`src/logic/sf_pkg.sv`:
```
// Shared widths, vector types, register map and sequencer states for the
// state-feedback controller block. Modules refer to these by scoped names.
`default_nettype none

package sf_pkg;

	// Datapath widths
	localparam int SAMPLE_W    = 18;
	localparam int EXTRA_W     = 4;
	localparam int PROD_W      = 2 * SAMPLE_W;
	localparam int CONST_AW    = 2;
	localparam int SAT_COUNT_W = 7;

	// Host bus widths
	localparam int AXI_ADDR_W = 5;
	localparam int AXI_DATA_W = 32;

	typedef logic signed [SAMPLE_W-1:0]         sample_t;
	typedef logic signed [PROD_W-1:0]           product_t;
	typedef logic signed [SAMPLE_W+EXTRA_W-1:0] trace_t;
	typedef logic [SAT_COUNT_W-1:0]             sat_count_t;
	typedef logic [CONST_AW-1:0]                const_addr_t;
	typedef logic [AXI_ADDR_W-1:0]              axi_addr_t;
	typedef logic [AXI_DATA_W-1:0]              axi_data_t;

	// Register map with gains K0..K3 at 0x00..0x0C
	localparam axi_addr_t ADDR_CONST_LAST = 5'h0C;
	localparam axi_addr_t ADDR_SAT_COUNT  = 5'h10;

	localparam logic [1:0] RESP_OKAY   = 2'b00;
	localparam logic [1:0] RESP_SLVERR = 2'b10;

	typedef enum logic [1:0] {IDLE, FETCH, DRAIN} seq_state_t;

endpackage

`default_nettype wire

```
`src/logic/sf_axil_host.sv`:
```
// AXI4-Lite slave for the controller block.
// Maps 0x00..0x0C onto the gain RAM (low 18 bits, sign-extended on read)
// and 0x10 onto the read-only saturation counter. Other addresses give SLVERR.
// A read started in the same cycle as a write would collide on RAM port A,
// so a new read takes priority and the write waits one clock.
`timescale 1ns/1ps
`default_nettype none

module sf_axil_host (
	input  logic                clk,
	input  logic                rst_i,
	// Write address and data
	input  sf_pkg::axi_addr_t   awaddr_i,
	input  logic                awvalid_i,
	output logic                awready_o,
	input  sf_pkg::axi_data_t   wdata_i,
	input  logic                wvalid_i,
	output logic                wready_o,
	// Write response
	output logic [1:0]          bresp_o,
	output logic                bvalid_o,
	input  logic                bready_i,
	// Read address and data
	input  sf_pkg::axi_addr_t   araddr_i,
	input  logic                arvalid_i,
	output logic                arready_o,
	output sf_pkg::axi_data_t   rdata_o,
	output logic [1:0]          rresp_o,
	output logic                rvalid_o,
	input  logic                rready_i,
	// Parameter RAM port A
	output sf_pkg::const_addr_t host_addr_o,
	output sf_pkg::sample_t     host_wdata_o,
	output logic                host_we_o,
	input  sf_pkg::sample_t     host_rdata_i,
	// Controller status
	input  sf_pkg::sat_count_t  sat_count_i
);

	localparam int SEXT_W = sf_pkg::AXI_DATA_W - sf_pkg::SAMPLE_W;
	localparam int ZEXT_W = sf_pkg::AXI_DATA_W - sf_pkg::SAT_COUNT_W;

	sf_pkg::axi_addr_t aw_word;
	sf_pkg::axi_addr_t ar_word;
	logic              wr_hit;
	logic              wr_go;
	logic              aw_take;
	logic              ar_take;
	logic              rd_pend;
	logic              rd_stage;
	logic              rd_const;
	logic              rd_count;

	// Byte addresses reduced to word boundaries
	assign aw_word = {awaddr_i[sf_pkg::AXI_ADDR_W-1:2], 2'b00};
	assign ar_word = {araddr_i[sf_pkg::AXI_ADDR_W-1:2], 2'b00};
	assign wr_hit  = (aw_word <= sf_pkg::ADDR_CONST_LAST);

	assign ar_take = arvalid_i && !rd_pend && !arready_o;
	assign aw_take = awvalid_i && wvalid_i && !bvalid_o && !wr_go && !ar_take;

	assign awready_o = wr_go;
	assign wready_o  = wr_go;

	// RAM port A is shared; reads and writes never hand off in the same cycle
	assign host_addr_o  = arready_o ? araddr_i[sf_pkg::CONST_AW+1:2]
	                                : awaddr_i[sf_pkg::CONST_AW+1:2];
	assign host_wdata_o = wdata_i[sf_pkg::SAMPLE_W-1:0];
	assign host_we_o    = wr_go && wr_hit;

	// --------------------------------------------------
	// Write channel
	// --------------------------------------------------
	always_ff @(posedge clk) begin
		if (rst_i) begin
			wr_go    <= 1'b0;
			bvalid_o <= 1'b0;
		end else begin
			wr_go <= aw_take;
			if (wr_go) begin
				bvalid_o <= 1'b1;
			end else if (bready_i) begin
				bvalid_o <= 1'b0;
			end
		end
	end

	always_ff @(posedge clk) begin
		if (wr_go) begin
			bresp_o <= wr_hit ? sf_pkg::RESP_OKAY : sf_pkg::RESP_SLVERR;
		end
	end

	// --------------------------------------------------
	// Read channel
	// --------------------------------------------------
	always_ff @(posedge clk) begin
		if (rst_i) begin
			arready_o <= 1'b0;
			rd_pend   <= 1'b0;
			rd_stage  <= 1'b0;
			rvalid_o  <= 1'b0;
		end else begin
			arready_o <= ar_take;
			// Address is accepted while arready is high
			rd_stage  <= arready_o;
			if (arready_o) begin
				rd_pend <= 1'b1;
			end else if (rvalid_o && rready_i) begin
				rd_pend <= 1'b0;
			end
			if (rd_stage) begin
				rvalid_o <= 1'b1;
			end else if (rready_i) begin
				rvalid_o <= 1'b0;
			end
		end
	end

	// RAM word is available the cycle after the address
	always_ff @(posedge clk) begin
		if (arready_o) begin
			rd_const <= (ar_word <= sf_pkg::ADDR_CONST_LAST);
			rd_count <= (ar_word == sf_pkg::ADDR_SAT_COUNT);
		end
		if (rd_stage) begin
			if (rd_const) begin
				rdata_o <= {{SEXT_W{host_rdata_i[sf_pkg::SAMPLE_W-1]}}, host_rdata_i};
				rresp_o <= sf_pkg::RESP_OKAY;
			end else if (rd_count) begin
				rdata_o <= {{ZEXT_W{1'b0}}, sat_count_i};
				rresp_o <= sf_pkg::RESP_OKAY;
			end else begin
				rdata_o <= '0;
				rresp_o <= sf_pkg::RESP_SLVERR;
			end
		end
	end

endmodule

`default_nettype wire

```
`src/logic/sf_dpram.sv`:
```
// Parameter RAM for the controller gains.
// Port A belongs to the host (read/write), port B to the sequencer (read only).
// Both ports return data one clock after the address.
`timescale 1ns/1ps
`default_nettype none

module sf_dpram (
	input  logic                clk,
	input  sf_pkg::const_addr_t a_addr_i,
	input  sf_pkg::sample_t     a_wdata_i,
	input  logic                a_we_i,
	output sf_pkg::sample_t     a_rdata_o,
	input  sf_pkg::const_addr_t b_addr_i,
	output sf_pkg::sample_t     b_rdata_o
);

	sf_pkg::sample_t mem [0:2**sf_pkg::CONST_AW-1];

	// Host port reads the old word before the write lands
	always_ff @(posedge clk) begin
		if (a_we_i) begin
			mem[a_addr_i] <= a_wdata_i;
		end
		a_rdata_o <= mem[a_addr_i];
	end

	// Controller port runs every cycle
	always_ff @(posedge clk) begin
		b_rdata_o <= mem[b_addr_i];
	end

endmodule

`default_nettype wire

```
`src/logic/sf_user.sv`:
```
// State-feedback controller core.
// On a trigger it latches one measurement, fetches gains K0..K3 from the
// parameter RAM and produces a..d = sat((meas * Kn) >>> gain_shift).
// The outputs are summed into trace_o, which is marked by trace_strobe_o.
// ce_i low freezes the sequencer and the whole datapath for that clock.
`timescale 1ns/1ps
`default_nettype none

module sf_user #(
	parameter int gain_shift = 12
) (
	input  logic                clk,
	input  logic                rst_i,
	input  logic                ce_i,
	input  sf_pkg::sample_t     meas_i,
	input  logic                trigger_i,
	output sf_pkg::const_addr_t rd_addr_o,
	input  sf_pkg::sample_t     rd_data_i,
	output sf_pkg::sample_t     a_o,
	output sf_pkg::sample_t     b_o,
	output sf_pkg::sample_t     c_o,
	output sf_pkg::sample_t     d_o,
	output sf_pkg::trace_t      trace_o,
	output logic                trace_strobe_o,
	output sf_pkg::sat_count_t  sat_count_o
);

	localparam int HEAD_W = sf_pkg::PROD_W - sf_pkg::SAMPLE_W + 1;
	localparam sf_pkg::sample_t SAMPLE_MAX = {1'b0, {(sf_pkg::SAMPLE_W-1){1'b1}}};
	localparam sf_pkg::sample_t SAMPLE_MIN = {1'b1, {(sf_pkg::SAMPLE_W-1){1'b0}}};
	localparam sf_pkg::const_addr_t LAST_TAG = '1;

	sf_pkg::seq_state_t  state;
	sf_pkg::const_addr_t fetch_cnt;
	sf_pkg::sample_t     meas_r;
	logic                start;
	logic                run_done;

	// Pipeline valids and output-index tags
	logic                data_v;
	sf_pkg::const_addr_t data_tag;
	logic                prod_v;
	sf_pkg::const_addr_t prod_tag;
	logic                out_v;
	sf_pkg::const_addr_t out_tag;

	sf_pkg::product_t    prod_r;
	sf_pkg::product_t    shifted;
	logic                clamp;
	sf_pkg::sample_t     clamped;
	sf_pkg::trace_t      acc;

	// During a stall the RAM re-reads the word still waiting for the multiplier
	assign rd_addr_o = ce_i ? fetch_cnt : data_tag;
	assign start     = (state == sf_pkg::IDLE) && trigger_i;
	// Last output register written on the previous ce cycle
	assign run_done  = (state == sf_pkg::DRAIN) && out_v && (out_tag == LAST_TAG);

	// --------------------------------------------------
	// Sequencer
	// --------------------------------------------------
	always_ff @(posedge clk) begin
		if (rst_i) begin
			state          <= sf_pkg::IDLE;
			fetch_cnt      <= '0;
			trace_strobe_o <= 1'b0;
		end else begin
			trace_strobe_o <= 1'b0;
			if (ce_i) begin
				case (state)
					sf_pkg::IDLE: begin
						if (trigger_i) begin
							state     <= sf_pkg::FETCH;
							fetch_cnt <= '0;
						end
					end
					sf_pkg::FETCH: begin
						fetch_cnt <= fetch_cnt + 1'b1;
						if (fetch_cnt == LAST_TAG) begin
							state <= sf_pkg::DRAIN;
						end
					end
					sf_pkg::DRAIN: begin
						if (run_done) begin
							state          <= sf_pkg::IDLE;
							trace_strobe_o <= 1'b1;
						end
					end
					default: state <= sf_pkg::IDLE;
				endcase
			end
		end
	end

	always_ff @(posedge clk) begin
		if (rst_i) begin
			data_v <= 1'b0;
			prod_v <= 1'b0;
			out_v  <= 1'b0;
		end else if (ce_i) begin
			data_v <= (state == sf_pkg::FETCH);
			prod_v <= data_v;
			out_v  <= prod_v;
		end
	end

	// --------------------------------------------------
	// Multiply stage
	// --------------------------------------------------
	always_ff @(posedge clk) begin
		if (ce_i) begin
			if (start) begin
				meas_r <= meas_i;
			end
			data_tag <= fetch_cnt;
			prod_tag <= data_tag;
			out_tag  <= prod_tag;
			prod_r   <= meas_r * rd_data_i;
		end
	end

	// Scale and clamp to the sample range
	always_comb begin
		shifted = prod_r >>> gain_shift;
		clamp   = (shifted[sf_pkg::PROD_W-1:sf_pkg::SAMPLE_W-1]
		           != {HEAD_W{shifted[sf_pkg::PROD_W-1]}});
		if (!clamp) begin
			clamped = shifted[sf_pkg::SAMPLE_W-1:0];
		end else if (shifted[sf_pkg::PROD_W-1]) begin
			clamped = SAMPLE_MIN;
		end else begin
			clamped = SAMPLE_MAX;
		end
	end

	// --------------------------------------------------
	// Output registers, trace and clamp counter
	// --------------------------------------------------
	always_ff @(posedge clk) begin
		if (rst_i) begin
			a_o         <= '0;
			b_o         <= '0;
			c_o         <= '0;
			d_o         <= '0;
			acc         <= '0;
			trace_o     <= '0;
			sat_count_o <= '0;
		end else if (ce_i) begin
			if (start) begin
				acc <= '0;
			end
			if (prod_v) begin
				case (prod_tag)
					2'd0:    a_o <= clamped;
					2'd1:    b_o <= clamped;
					2'd2:    c_o <= clamped;
					default: d_o <= clamped;
				endcase
				acc <= acc + clamped;
				if (clamp) begin
					sat_count_o <= sat_count_o + 1'b1;
				end
			end
			if (run_done) begin
				trace_o <= acc;
			end
		end
	end

endmodule

`default_nettype wire

```
`src/logic/sf_user_top.sv`:
```
// Top level of the controller block.
// The host programs gains K0..K3 over AXI4-Lite into the parameter RAM;
// the controller core reads them on each trigger.
// gain_shift sets the right shift applied to each product.
`timescale 1ns/1ps
`default_nettype none

module sf_user_top #(
	parameter int gain_shift = 12
) (
	input  logic               clk,
	input  logic               rst_i,
	input  logic               ce_i,
	input  sf_pkg::sample_t    meas_i,
	input  logic               trigger_i,
	// AXI4-Lite slave
	input  sf_pkg::axi_addr_t  awaddr_i,
	input  logic               awvalid_i,
	output logic               awready_o,
	input  sf_pkg::axi_data_t  wdata_i,
	input  logic               wvalid_i,
	output logic               wready_o,
	output logic [1:0]         bresp_o,
	output logic               bvalid_o,
	input  logic               bready_i,
	input  sf_pkg::axi_addr_t  araddr_i,
	input  logic               arvalid_i,
	output logic               arready_o,
	output sf_pkg::axi_data_t  rdata_o,
	output logic [1:0]         rresp_o,
	output logic               rvalid_o,
	input  logic               rready_i,
	// Controller results
	output sf_pkg::sample_t    a_o,
	output sf_pkg::sample_t    b_o,
	output sf_pkg::sample_t    c_o,
	output sf_pkg::sample_t    d_o,
	output sf_pkg::trace_t     trace_o,
	output logic               trace_strobe_o,
	output sf_pkg::sat_count_t sat_count_o
);

	sf_pkg::const_addr_t host_addr;
	sf_pkg::sample_t     host_wdata;
	logic                host_we;
	sf_pkg::sample_t     host_rdata;
	sf_pkg::const_addr_t rd_addr;
	sf_pkg::sample_t     rd_data;

	sf_axil_host u_host (
		.clk(clk), .rst_i(rst_i),
		.awaddr_i(awaddr_i), .awvalid_i(awvalid_i), .awready_o(awready_o),
		.wdata_i(wdata_i), .wvalid_i(wvalid_i), .wready_o(wready_o),
		.bresp_o(bresp_o), .bvalid_o(bvalid_o), .bready_i(bready_i),
		.araddr_i(araddr_i), .arvalid_i(arvalid_i), .arready_o(arready_o),
		.rdata_o(rdata_o), .rresp_o(rresp_o), .rvalid_o(rvalid_o),
		.rready_i(rready_i),
		.host_addr_o(host_addr), .host_wdata_o(host_wdata), .host_we_o(host_we),
		.host_rdata_i(host_rdata), .sat_count_i(sat_count_o)
	);

	// Gain store with the host on port A and the sequencer on port B
	sf_dpram u_const_mem (
		.clk(clk),
		.a_addr_i(host_addr), .a_wdata_i(host_wdata), .a_we_i(host_we),
		.a_rdata_o(host_rdata),
		.b_addr_i(rd_addr), .b_rdata_o(rd_data)
	);

	sf_user #(.gain_shift(gain_shift)) u_user (
		.clk(clk), .rst_i(rst_i), .ce_i(ce_i),
		.meas_i(meas_i), .trigger_i(trigger_i),
		.rd_addr_o(rd_addr), .rd_data_i(rd_data),
		.a_o(a_o), .b_o(b_o), .c_o(c_o), .d_o(d_o),
		.trace_o(trace_o), .trace_strobe_o(trace_strobe_o),
		.sat_count_o(sat_count_o)
	);

endmodule

`default_nettype wire

```
`config.mk`:
```
export PLATFORM = sky130hd
export DESIGN_NAME = sf_user_top
export DESIGN_NICKNAME = d
export VERILOG_FILES = /design/src/logic/sf_pkg.sv /design/src/logic/sf_axil_host.sv /design/src/logic/sf_dpram.sv /design/src/logic/sf_user.sv /design/src/logic/sf_user_top.sv
export SDC_FILE = /design/constraint.sdc
export NUM_CORES = 1
export LEC_CHECK = 0
export BUFFER_PORTS_ARGS = -buffer_cell sky130_fd_sc_hd__clkbuf_2
export CAP_MARGIN = 40
export CORE_ASPECT_RATIO = 0.75
export CORE_MARGIN = 2
export CORE_UTILIZATION = 55
export DETAILED_ROUTE_END_ITERATION = 10
export PLACE_DENSITY = 0.75
export SLEW_MARGIN = 30
export SYNTH_ARGS = -nofsm -noshare
export SYNTH_HDL_FRONTEND = slang
export SYNTH_SLANG_ARGS = --single-unit
```
`constraint.sdc`:
```
create_clock -name clk -period 14.5 [get_ports clk]
set_input_delay 2.9 -clock clk [delete_from_list [all_inputs] [get_ports clk]]
set_output_delay 2.9 -clock clk [all_outputs]
set_load 0.01 [all_outputs]
```
**After elaboration in Yosys (flattened, before gate mapping)**

Memory sizes are Yosys's and may differ from the RTL's. A register that Yosys moved wholly into a read port is not among the register bits.
Index checks and enable logic that the tools add are counted.

- Bits in writable memories: 72
- Memories: 1
- Register bits after elaboration: 235

- Mux-type cells: 25
- Equal/unequal tests: 11
- Add/sub/neg operators: 3
- Magnitude comparators: 2
- Multipliers: 1
- Reductions and logical operators: 35
- Bitwise logic cells: 3

Memories:

| memory | words | bits a word | rd ports | clocked after memory_dff | write ports | line | text |
|---|---|---|---|---|---|---|---|
| u_const_mem.mem | 4 | 18 | 2 | 2 | 1 | sf_dpram.sv:17 | `sf_pkg::sample_t mem [0:2**sf_pkg::CONST_AW-1];` |

Operator list:

| operator | count |
|---|---|
| 22-bit 2-to-1 mux | 2 |
| 18-bit by 18-bit multiplier with 36-bit output | 1 |
| 18-bit 2-to-1 mux | 2 |
| 32-bit 2-to-1 mux | 1 |
| 22-bit by 18-bit adder with 22-bit output | 1 |
| 3-bit AND reduction | 6 |
| 2-bit 2-to-1 mux | 8 |
| 1-bit logical AND | 11 |
| 5-bit by 4-bit less-or-equal comparator with 1-bit output (second input constant) | 2 |
| 2-bit nonzero test | 5 |
| 1-bit 2-to-1 mux | 9 |
| 2-bit equality test (second input constant) | 4 |
| 7-bit by 1-bit adder with 7-bit output (second input constant) | 1 |
| 7-bit 2-to-1 mux | 1 |
| 6-bit != test | 1 |
| 2-bit case mux with 3 select lines | 1 |
| 2-bit AND reduction | 3 |
| 3-bit OR reduction | 2 |
| 1-bit zero test | 5 |
| 2-bit by 1-bit equality test with 1-bit output (second input constant) | 2 |
| 2-bit zero test | 2 |
| 2-bit by 1-bit != test with 1-bit output (second input constant) | 2 |
| 2-bit case mux with 2 select lines | 1 |
| 4-bit AND reduction | 1 |
| 4 further kinds | 6 |

**Depth between registers and ports, before layout**

Gate-level depths: netlist of the first run.

- Word-level depth: 5
- Gate-level depth with buffers: 25
- Mapped depth without buffers: 23

**Cells and area by module**

A second synthesis of the first run with hierarchy kept.

- Cells, all modules: 2257
- Area, all modules: 24036.8 um^2

By module, submodules not included:

| module | area an instance (um^2) | cells each | instances | seq. area each (um^2) |
|---|---|---|---|---|
| sf_user | 18813.0 | 1993 | 1 | 4043.9 |
| sf_dpram | 3875.0 | 156 | 1 | 2882.8 |
| sf_axil_host | 1348.8 | 108 | 1 | 780.7 |

**Least setup slack after synthesis of the first run**

Ideal clock, no wire load.

- Path kind: flip-flop to flip-flop
- Start: reg u_user.meas_r[17]
- End: reg u_user.prod_r[32] (data pin)
- Cell stages (with the launch flop): 25
- Path buffers: 2
- Library setup time: 0.261 ns
- Arrival: 6.127 ns
- Slack: 8.112 ns
- Cell sequence: edfxtp_1 -> clkbuf_1 -> clkbuf_1 -> nand2_1 -> inv_1 -> fa_1 -> inv_1 -> fa_1 -> inv_1 -> ha_1 -> inv_1 -> fa_1 -> inv_1 -> fa_1 -> inv_1 -> fa_1 -> inv_1 -> ha_1 -> a21o_1 -> a21o_1 -> a21oi_1 -> inv_1 -> a211o_2 -> a211o_4 -> a311o_1

- Cells in the longest elaborated chain, start to end: 1

Ends and longest elaborated chain:

| item | line | text |
|---|---|---|
| from (decl) | sf_user.sv:35 | `sf_pkg::sample_t meas_r;` |
| from (signal assigned) | sf_user.sv:113 | `meas_r <= meas_i;` |
| 18-bit by 18-bit multiplier with 36-bit output | sf_user.sv:118 | `prod_r <= meas_r * rd_data_i;` |
| to (signal assigned) | sf_user.sv:118 |  |
| to (decl) | sf_user.sv:47 | `sf_pkg::product_t prod_r;` |

No other way between the ends.
A chain may end at the register's enable or synchronous reset.

**Final worst setup path of the first run**

Ends and elaborated chain as after synthesis.

==> metrics.cfg, run 1 <==
[drt]
vias=17123
drc=0
drt_first_iter_violations=1181
drt-total-wl_mm=58.1
wl_per_cell_um=18.5
viasPerCell=5.47
dr.pass1.iters=6
detail-route-antenna-nets=0

[global_routing]
antenna_found_initial=0
grt_use_met3_pct=6.65
grt_max_degree=72
grt.total_usage_pct=26.3
use_met1_pct=35.9
busiest_layer=met2
grt_pass1_wl_mm=93.2
grt.overflow.total=0
grt_pass1_vias=17702
grtUsageMet2_pct=42.0

[cells_and_area]
instances_no_fill=3131
layout_commonest_cell=nand2_1
final_nets=3037
diodes=0
drive_above_1_share_pct=12.0
multi_input_area_mm2=0.0144
layout_common_cells=nand2_1 (385), inv_1 (375), fa_1 (329), clkbuf_2 (190), dfxtp_1 (175)
area_growth_pct=10.6
fillers=3473
post-route-util_pct=61.5
seqCellArea_mm2=0.00771

[clock_network]
root_buffer=clkbuf_16
numCtsBuffers=31
clockBufferDepth=3
path_clk_slew_ns=0.07
cts_resized=0
cts_setup_buffers=0
worstSkewPairLatency_ns=0.59
cts_max_level=1
cts_sinks=315
cts_hold_buffers=0
cts_tree=done

[critical_path]
cp_data_required_time_ns=14.81
r2r_setup_slack_ns=7.25
critPathArrivalTime_ns=7.56
rr_worst_depth=22
criticalPathCategory=register to register
start_kind=register
r2r-start=u_user.meas_r[17]
reg2reg_to=u_user.prod_r[32]
cp-end-kind=register
crit_fanout=18

[min_path]
hold_path_depth=1
min-delay-start=u_host.bvalid_o
hold_end=u_host.awready_o
worstHoldPathType=register to register

[timing]
worst_pin_slew_ns=0.921
fin_tns_setup_ns=0
slew_headroom_pct=38.6
post-route-min-period_ns=7.25
period_share_pct=50.0
rsz0062_at_grt=false
finClkSkew_ns=0.0369
hold_viol_final=0
maxSlewViolCount=0
clock.fmax_ghz=0.138
setup_viol=0

[synthesis]
synth.distinct_cells=60
synth-seq-cells=315
synth_area_leaders=fa_1 (27%), edfxtp_1 (18%), dfxtp_1 (15%)
avgSynthCellArea_um2=10.0
ys_seq_area_share_pct=32.1
async_flop_share_pct=0
yosysTopAreaCellShare_pct=27.4
synth_warnings=0
mappedNetlistArea_mm2=0.0240
synth_ff_type=dfxtp_1
synth_edf_count=140
synth_area_leader_cell=fa_1
syn_inst=2400

[run]
drv_cap=0

[floorplan]
start_util_pct=55.6
rows=66
die_y_um=185
fp.coreArea_mm2=0.0432
die_w_um=245
design.die.area_mm2=0.0454
num_io_pins=212

[place]
portBuffers=191
post-place-cells=3067
globalplace.congestion=0.928
dp_hpwl_mm=43.9

[status]
status=complete, no violations

## cell type report
cell class                      count  share of cell area (%)
Multi-Input combinational cell   1588                    54.3
Timing Repair Buffer              216                    4.65
Clock inverter                     13                   0.471
Tap cell                          578                    2.72
Sequential cell                   315                    29.0
Clock buffer                       45                    3.51
Inverter                          376                    5.31
## routing by layer
metal,routed length (um),up-vias,part of all wire [%]
met2,26400,689,46
met5,0,-,0
met4,1530,0,2.6
li1,-,7889,-
met3,5500,92,9.5
met1,24600,8453,42
## sequential cells by signal, indices dropped and copies added, names as in the netlist, 2 cells and up
name	cells
u_const_mem.mem	72
u_user.prod_r	24
u_user.acc	22
u_user.trace_o	22
u_const_mem.a_rdata_o	18
u_const_mem.b_rdata_o	18
u_host.rdata_o	18
u_user.a_o	18
u_user.b_o	18
u_user.c_o	18
u_user.d_o	18
u_user.meas_r	18
u_user.sat_count_o	7
u_user.data_tag	2
u_user.fetch_cnt	2
u_user.out_tag	2
u_user.prod_tag	2
u_user.state	2
## cells by family (layout without fill, tap and decap cells)
family,count (synthesis),after routing,share of synthesized area (%)
AO/OA/AOI/OAI,303,303,8.02
XOR/XNOR,50,50,1.82
adder cells (fa/ha/maj),440,440,33.2
buffers and inverters,498,650,8.06
flip-flops,315,315,32.1
multiplexers,24,24,1.94
other,1,2,0.0156
AND/OR/NAND/NOR,769,769,14.9
## critical path, cell delays in order, from the launching register on
cell and delay [ns]:
edfxtp_1 0.69, nand2_1 0.23, inv_1 0.11, fa_1 0.60, inv_1 0.13, fa_1 0.52, inv_1 0.05, ha_1 0.63
inv_1 0.31, fa_1 0.55, inv_1 0.05, fa_1 0.52, inv_1 0.05, fa_1 0.54, inv_1 0.06, ha_1 0.35
a21o_1 0.18, a21o_1 0.17, a21oi_1 0.20, inv_1 0.06, a211o_2 0.31, a211o_4 0.35, a311o_1 0.32
## worst max path at each step
stage	start	endpoint	slack, ns
3_3_place_gp	u_user.meas_r[17]	u_user.prod_r[32]	7.41
6_report	u_user.meas_r[17]	u_user.prod_r[32]	7.25
4_1_cts	u_user.meas_r[17]	u_user.prod_r[32]	7.29
3_5_place_dp	u_user.meas_r[17]	u_user.prod_r[32]	7.33
5_1_grt	u_user.meas_r[17]	u_user.prod_r[32]	6.89
2_1_floorplan	u_user.meas_r[17]	u_user.prod_r[32]	8.11
## per-stage QoR
stage,setup WS [ns],hold slack (ns),instance area (um2)
finish,7.25,0.450,26600
floorplan,8.11,0.408,24000
global route,6.89,0.472,26600
detailed placement,7.33,0.431,25400
CTS,7.29,0.449,26500
global placement,7.41,0.427,25300
## Yosys cell counts, types with 35 or more instances
| cell type | count |
|---|---|
| a211oi_1 | 42 |
| a21oi_1 | 121 |
| and2_1 | 174 |
| clkbuf_1 | 96 |
| dfxtp_1 | 175 |
| edfxtp_1 | 140 |
| fa_1 | 329 |
| ha_1 | 111 |
| inv_1 | 375 |
| nand2_1 | 385 |
| nor2_1 | 107 |
| xnor2_1 | 35 |
Power of run 1 is left out: the tool's default activity adds up to more than one toggle a clock period on the data nets, which glitch-free logic cannot reach.
==> run 2, diff against run 1 <==
--- a/config.mk
+++ b/config.mk
@@ -5,13 +5,14 @@
 export SDC_FILE = /design/constraint.sdc
 export NUM_CORES = 1
 export LEC_CHECK = 0
+export ABC_AREA = 1
 export BUFFER_PORTS_ARGS = -buffer_cell sky130_fd_sc_hd__clkbuf_2
 export CAP_MARGIN = 40
 export CORE_ASPECT_RATIO = 0.75
 export CORE_MARGIN = 2
 export CORE_UTILIZATION = 55
 export DETAILED_ROUTE_END_ITERATION = 10
-export PLACE_DENSITY = 0.75
+export PLACE_DENSITY = 0.77
 export SLEW_MARGIN = 30
 export SYNTH_ARGS = -nofsm -noshare
 export SYNTH_HDL_FRONTEND = slang
==> constraint.sdc (replaced) <==
create_clock -name clk -period 6.2 [get_ports clk]
set_input_delay 1.24 -clock clk [delete_from_list [all_inputs] [get_ports clk]]
set_output_delay 1.24 -clock clk [all_outputs]
set_load 0.01 [all_outputs]
==> metrics.cfg, run 2 <==
[synthesis]
yosysTopAreaCellShare_pct=25.2
synth.distinct_cells=51
synth_area_leaders=fa_1 (25%), edfxtp_1 (16%), dfxtp_1 (13%)
avgSynthCellArea_um2=8.25
syn_inst=3164
mappedNetlistArea_mm2=0.0261
synth_edf_count=140
synth_warnings=0
async_flop_share_pct=0
yosys-top-cells-count=inv_1 (749), nand2_1 (718), fa_1 (329)
synth_area_leader_cell=fa_1
synth.most_common_cell=inv_1
synth-seq-cells=315
ys_seq_area_share_pct=29.5
synth_ff_type=dfxtp_1

[floorplan]
die_w_um=256
fp.coreArea_mm2=0.0471
design.die.area_mm2=0.0492
rows=69
num_io_pins=212
die_y_um=193
start_util_pct=55.4

[timing]
setup_viol=0
maxSlewViolCount=0
clock.fmax_ghz=0.168
rsz0062_at_grt=false
fin_tns_setup_ns=0
post-route-min-period_ns=5.95
finClkSkew_ns=0.0137
worst_pin_slew_ns=0.807
hold_viol_final=0
period_share_pct=95.9
slew_headroom_pct=46.0
fin_ws_ns=0.251

[cells_and_area]
reg_top3=u_const_mem.mem x72, u_user.prod_r x24
area_growth_pct=11.5
diodes=0
seqCellArea_mm2=0.00771
fillers=4100
multi_input_area_mm2=0.0149
layout_commonest_cell=inv_1
drive_above_1_share_pct=11.7
largest-register=u_const_mem.mem
final_nets=3848
largest_reg_flops=72
layout_common_cells=inv_1 (748), nand2_1 (718), fa_1 (327), nor2_1 (224), clkbuf_2 (191)
stdcell_area_mm2=0.0291

[global_routing]
grt_max_degree=72
antenna_found_initial=0
grt.total_usage_pct=26.9
grt_pass1_vias=20473
grt.overflow.total=0
grt_pass1_wl_mm=105

[drt]
wl_per_cell_um=16.4
drt_first_iter_violations=1942
vias=20648
detail-route-antenna-nets=0
dr.pass1.iters=6
viasPerCell=5.16
drc=0
drt-total-wl_mm=65.5

[clock_network]
cts_sinks=315
cts_max_level=1
cts_tree=done
numCtsBuffers=30
root_buffer=clkbuf_16
cts_hold_buffers=0
worstSkewPairLatency_ns=0.58
clockBufferDepth=3
path_clk_slew_ns=0.07

[place]
portBuffers=191
dp_hpwl_mm=49.9
placed_area_mm2=0.0280
globalplace.congestion=0.941
preCtsSetupSlack_ns=0.254

[critical_path]
crit_fanout=14
start_kind=register
cp-end-kind=register
criticalPathCategory=register to register
cp_data_required_time_ns=6.54
critPathArrivalTime_ns=6.29

[status]
status=complete, no violations

[min_path]
worstHoldPathType=register to register

[run]
drv_cap=0

-- run 2: cell count changes after synthesis, moves of 23 or more --
cell	before	now
o21ai_1	2	26
and2_1	174	1
nand2_1	385	718
nor2_1	107	225
a211oi_1	42	1
o21bai_1	3	37
nand3_1	18	120
o21ai_0	31	120
and3_1	25	2
xnor2_1	35	8
inv_1	375	749
-- run 2: logic make-up (layout without fill, tap and decap cells) --
kind of cell,Yosys count,count (layout),synth area share (%)
AND/OR/NAND/NOR,1137,1137,18.0
buffers and inverters,908,1105,13.6
adder cells (fa/ha/maj),440,440,30.6
AO/OA/AOI/OAI,339,339,7.51
flip-flops,315,315,29.5
XOR/XNOR,24,24,0.805
other,1,2,0.0144
-- run 2: per-layer routing --
layer / vias to the layer above / track usage, % / wire, um
met5: - / 0.893 / 55
met4: 2 / 7.33 / 1490
met3: 104 / 4.52 / 5500
met2: 779 / 43.4 / 30100
met1: 9912 / 37.7 / 28400
li1: 9851 / - / -
-- run 2: final timing paths --
kind                                         start                  to  slack, ns  cells past startpoint
worst max register to register    u_user.meas_r[9]   u_user.prod_r[23]       0.25                     21
worst min register to register  u_user.data_tag[0]  u_user.prod_tag[0]       0.44                      0
worst min-delay path            u_user.data_tag[0]  u_user.prod_tag[0]       0.44                      0
worst max-delay path              u_user.meas_r[9]   u_user.prod_r[23]       0.25                     21
-- run 2: final cells by class --
cell class | instances | share of cell area, %
Sequential cell | 315 | 26.5
Tap cell | 639 | 2.75
Clock buffer | 38 | 2.82
Multi-Input combinational cell | 1942 | 51.2
Inverter | 758 | 9.78
Clock inverter | 17 | 0.800
Timing Repair Buffer | 292 | 6.20
-- run 2: through the flow --
step           util [%]  std cells  hold slack [ns]
6_report           61.7       4001            0.440
3_5_place_dp       59.3       3942            0.408
3_3_place_gp       59.3       3941            0.406
4_1_cts            61.6       3997            0.435
5_1_grt            61.7       4001            0.464
2_1_floorplan         -       3165            0.400
-- run 2: timing repair --
action / 4_1_cts / 5_1_grt
buffers inserted: 0 / 2
resized for setup: 0 / 10
endpoints found under the setup margin: 0 / 11
-- run 2: critical path, cell delays in order (launching register included) --
cell	delay, ns
edfxtp_1	0.81
nand2_1	0.17
fa_1	0.57
inv_1	0.06
fa_1	0.50
fa_1	0.57
fa_1	0.43
fa_1	0.49
inv_1	0.05
fa_1	0.48
inv_1	0.04
ha_1	0.36
nand2_1	0.11
nand2_1	0.05
a31oi_1	0.30
o21ai_0	0.19
inv_1	0.09
nand2_1	0.14
nand2_1	0.13
nand2_1	0.06
nand2_1	0.06
nand2_1	0.06
Power of run 2 is left out for the same reason.
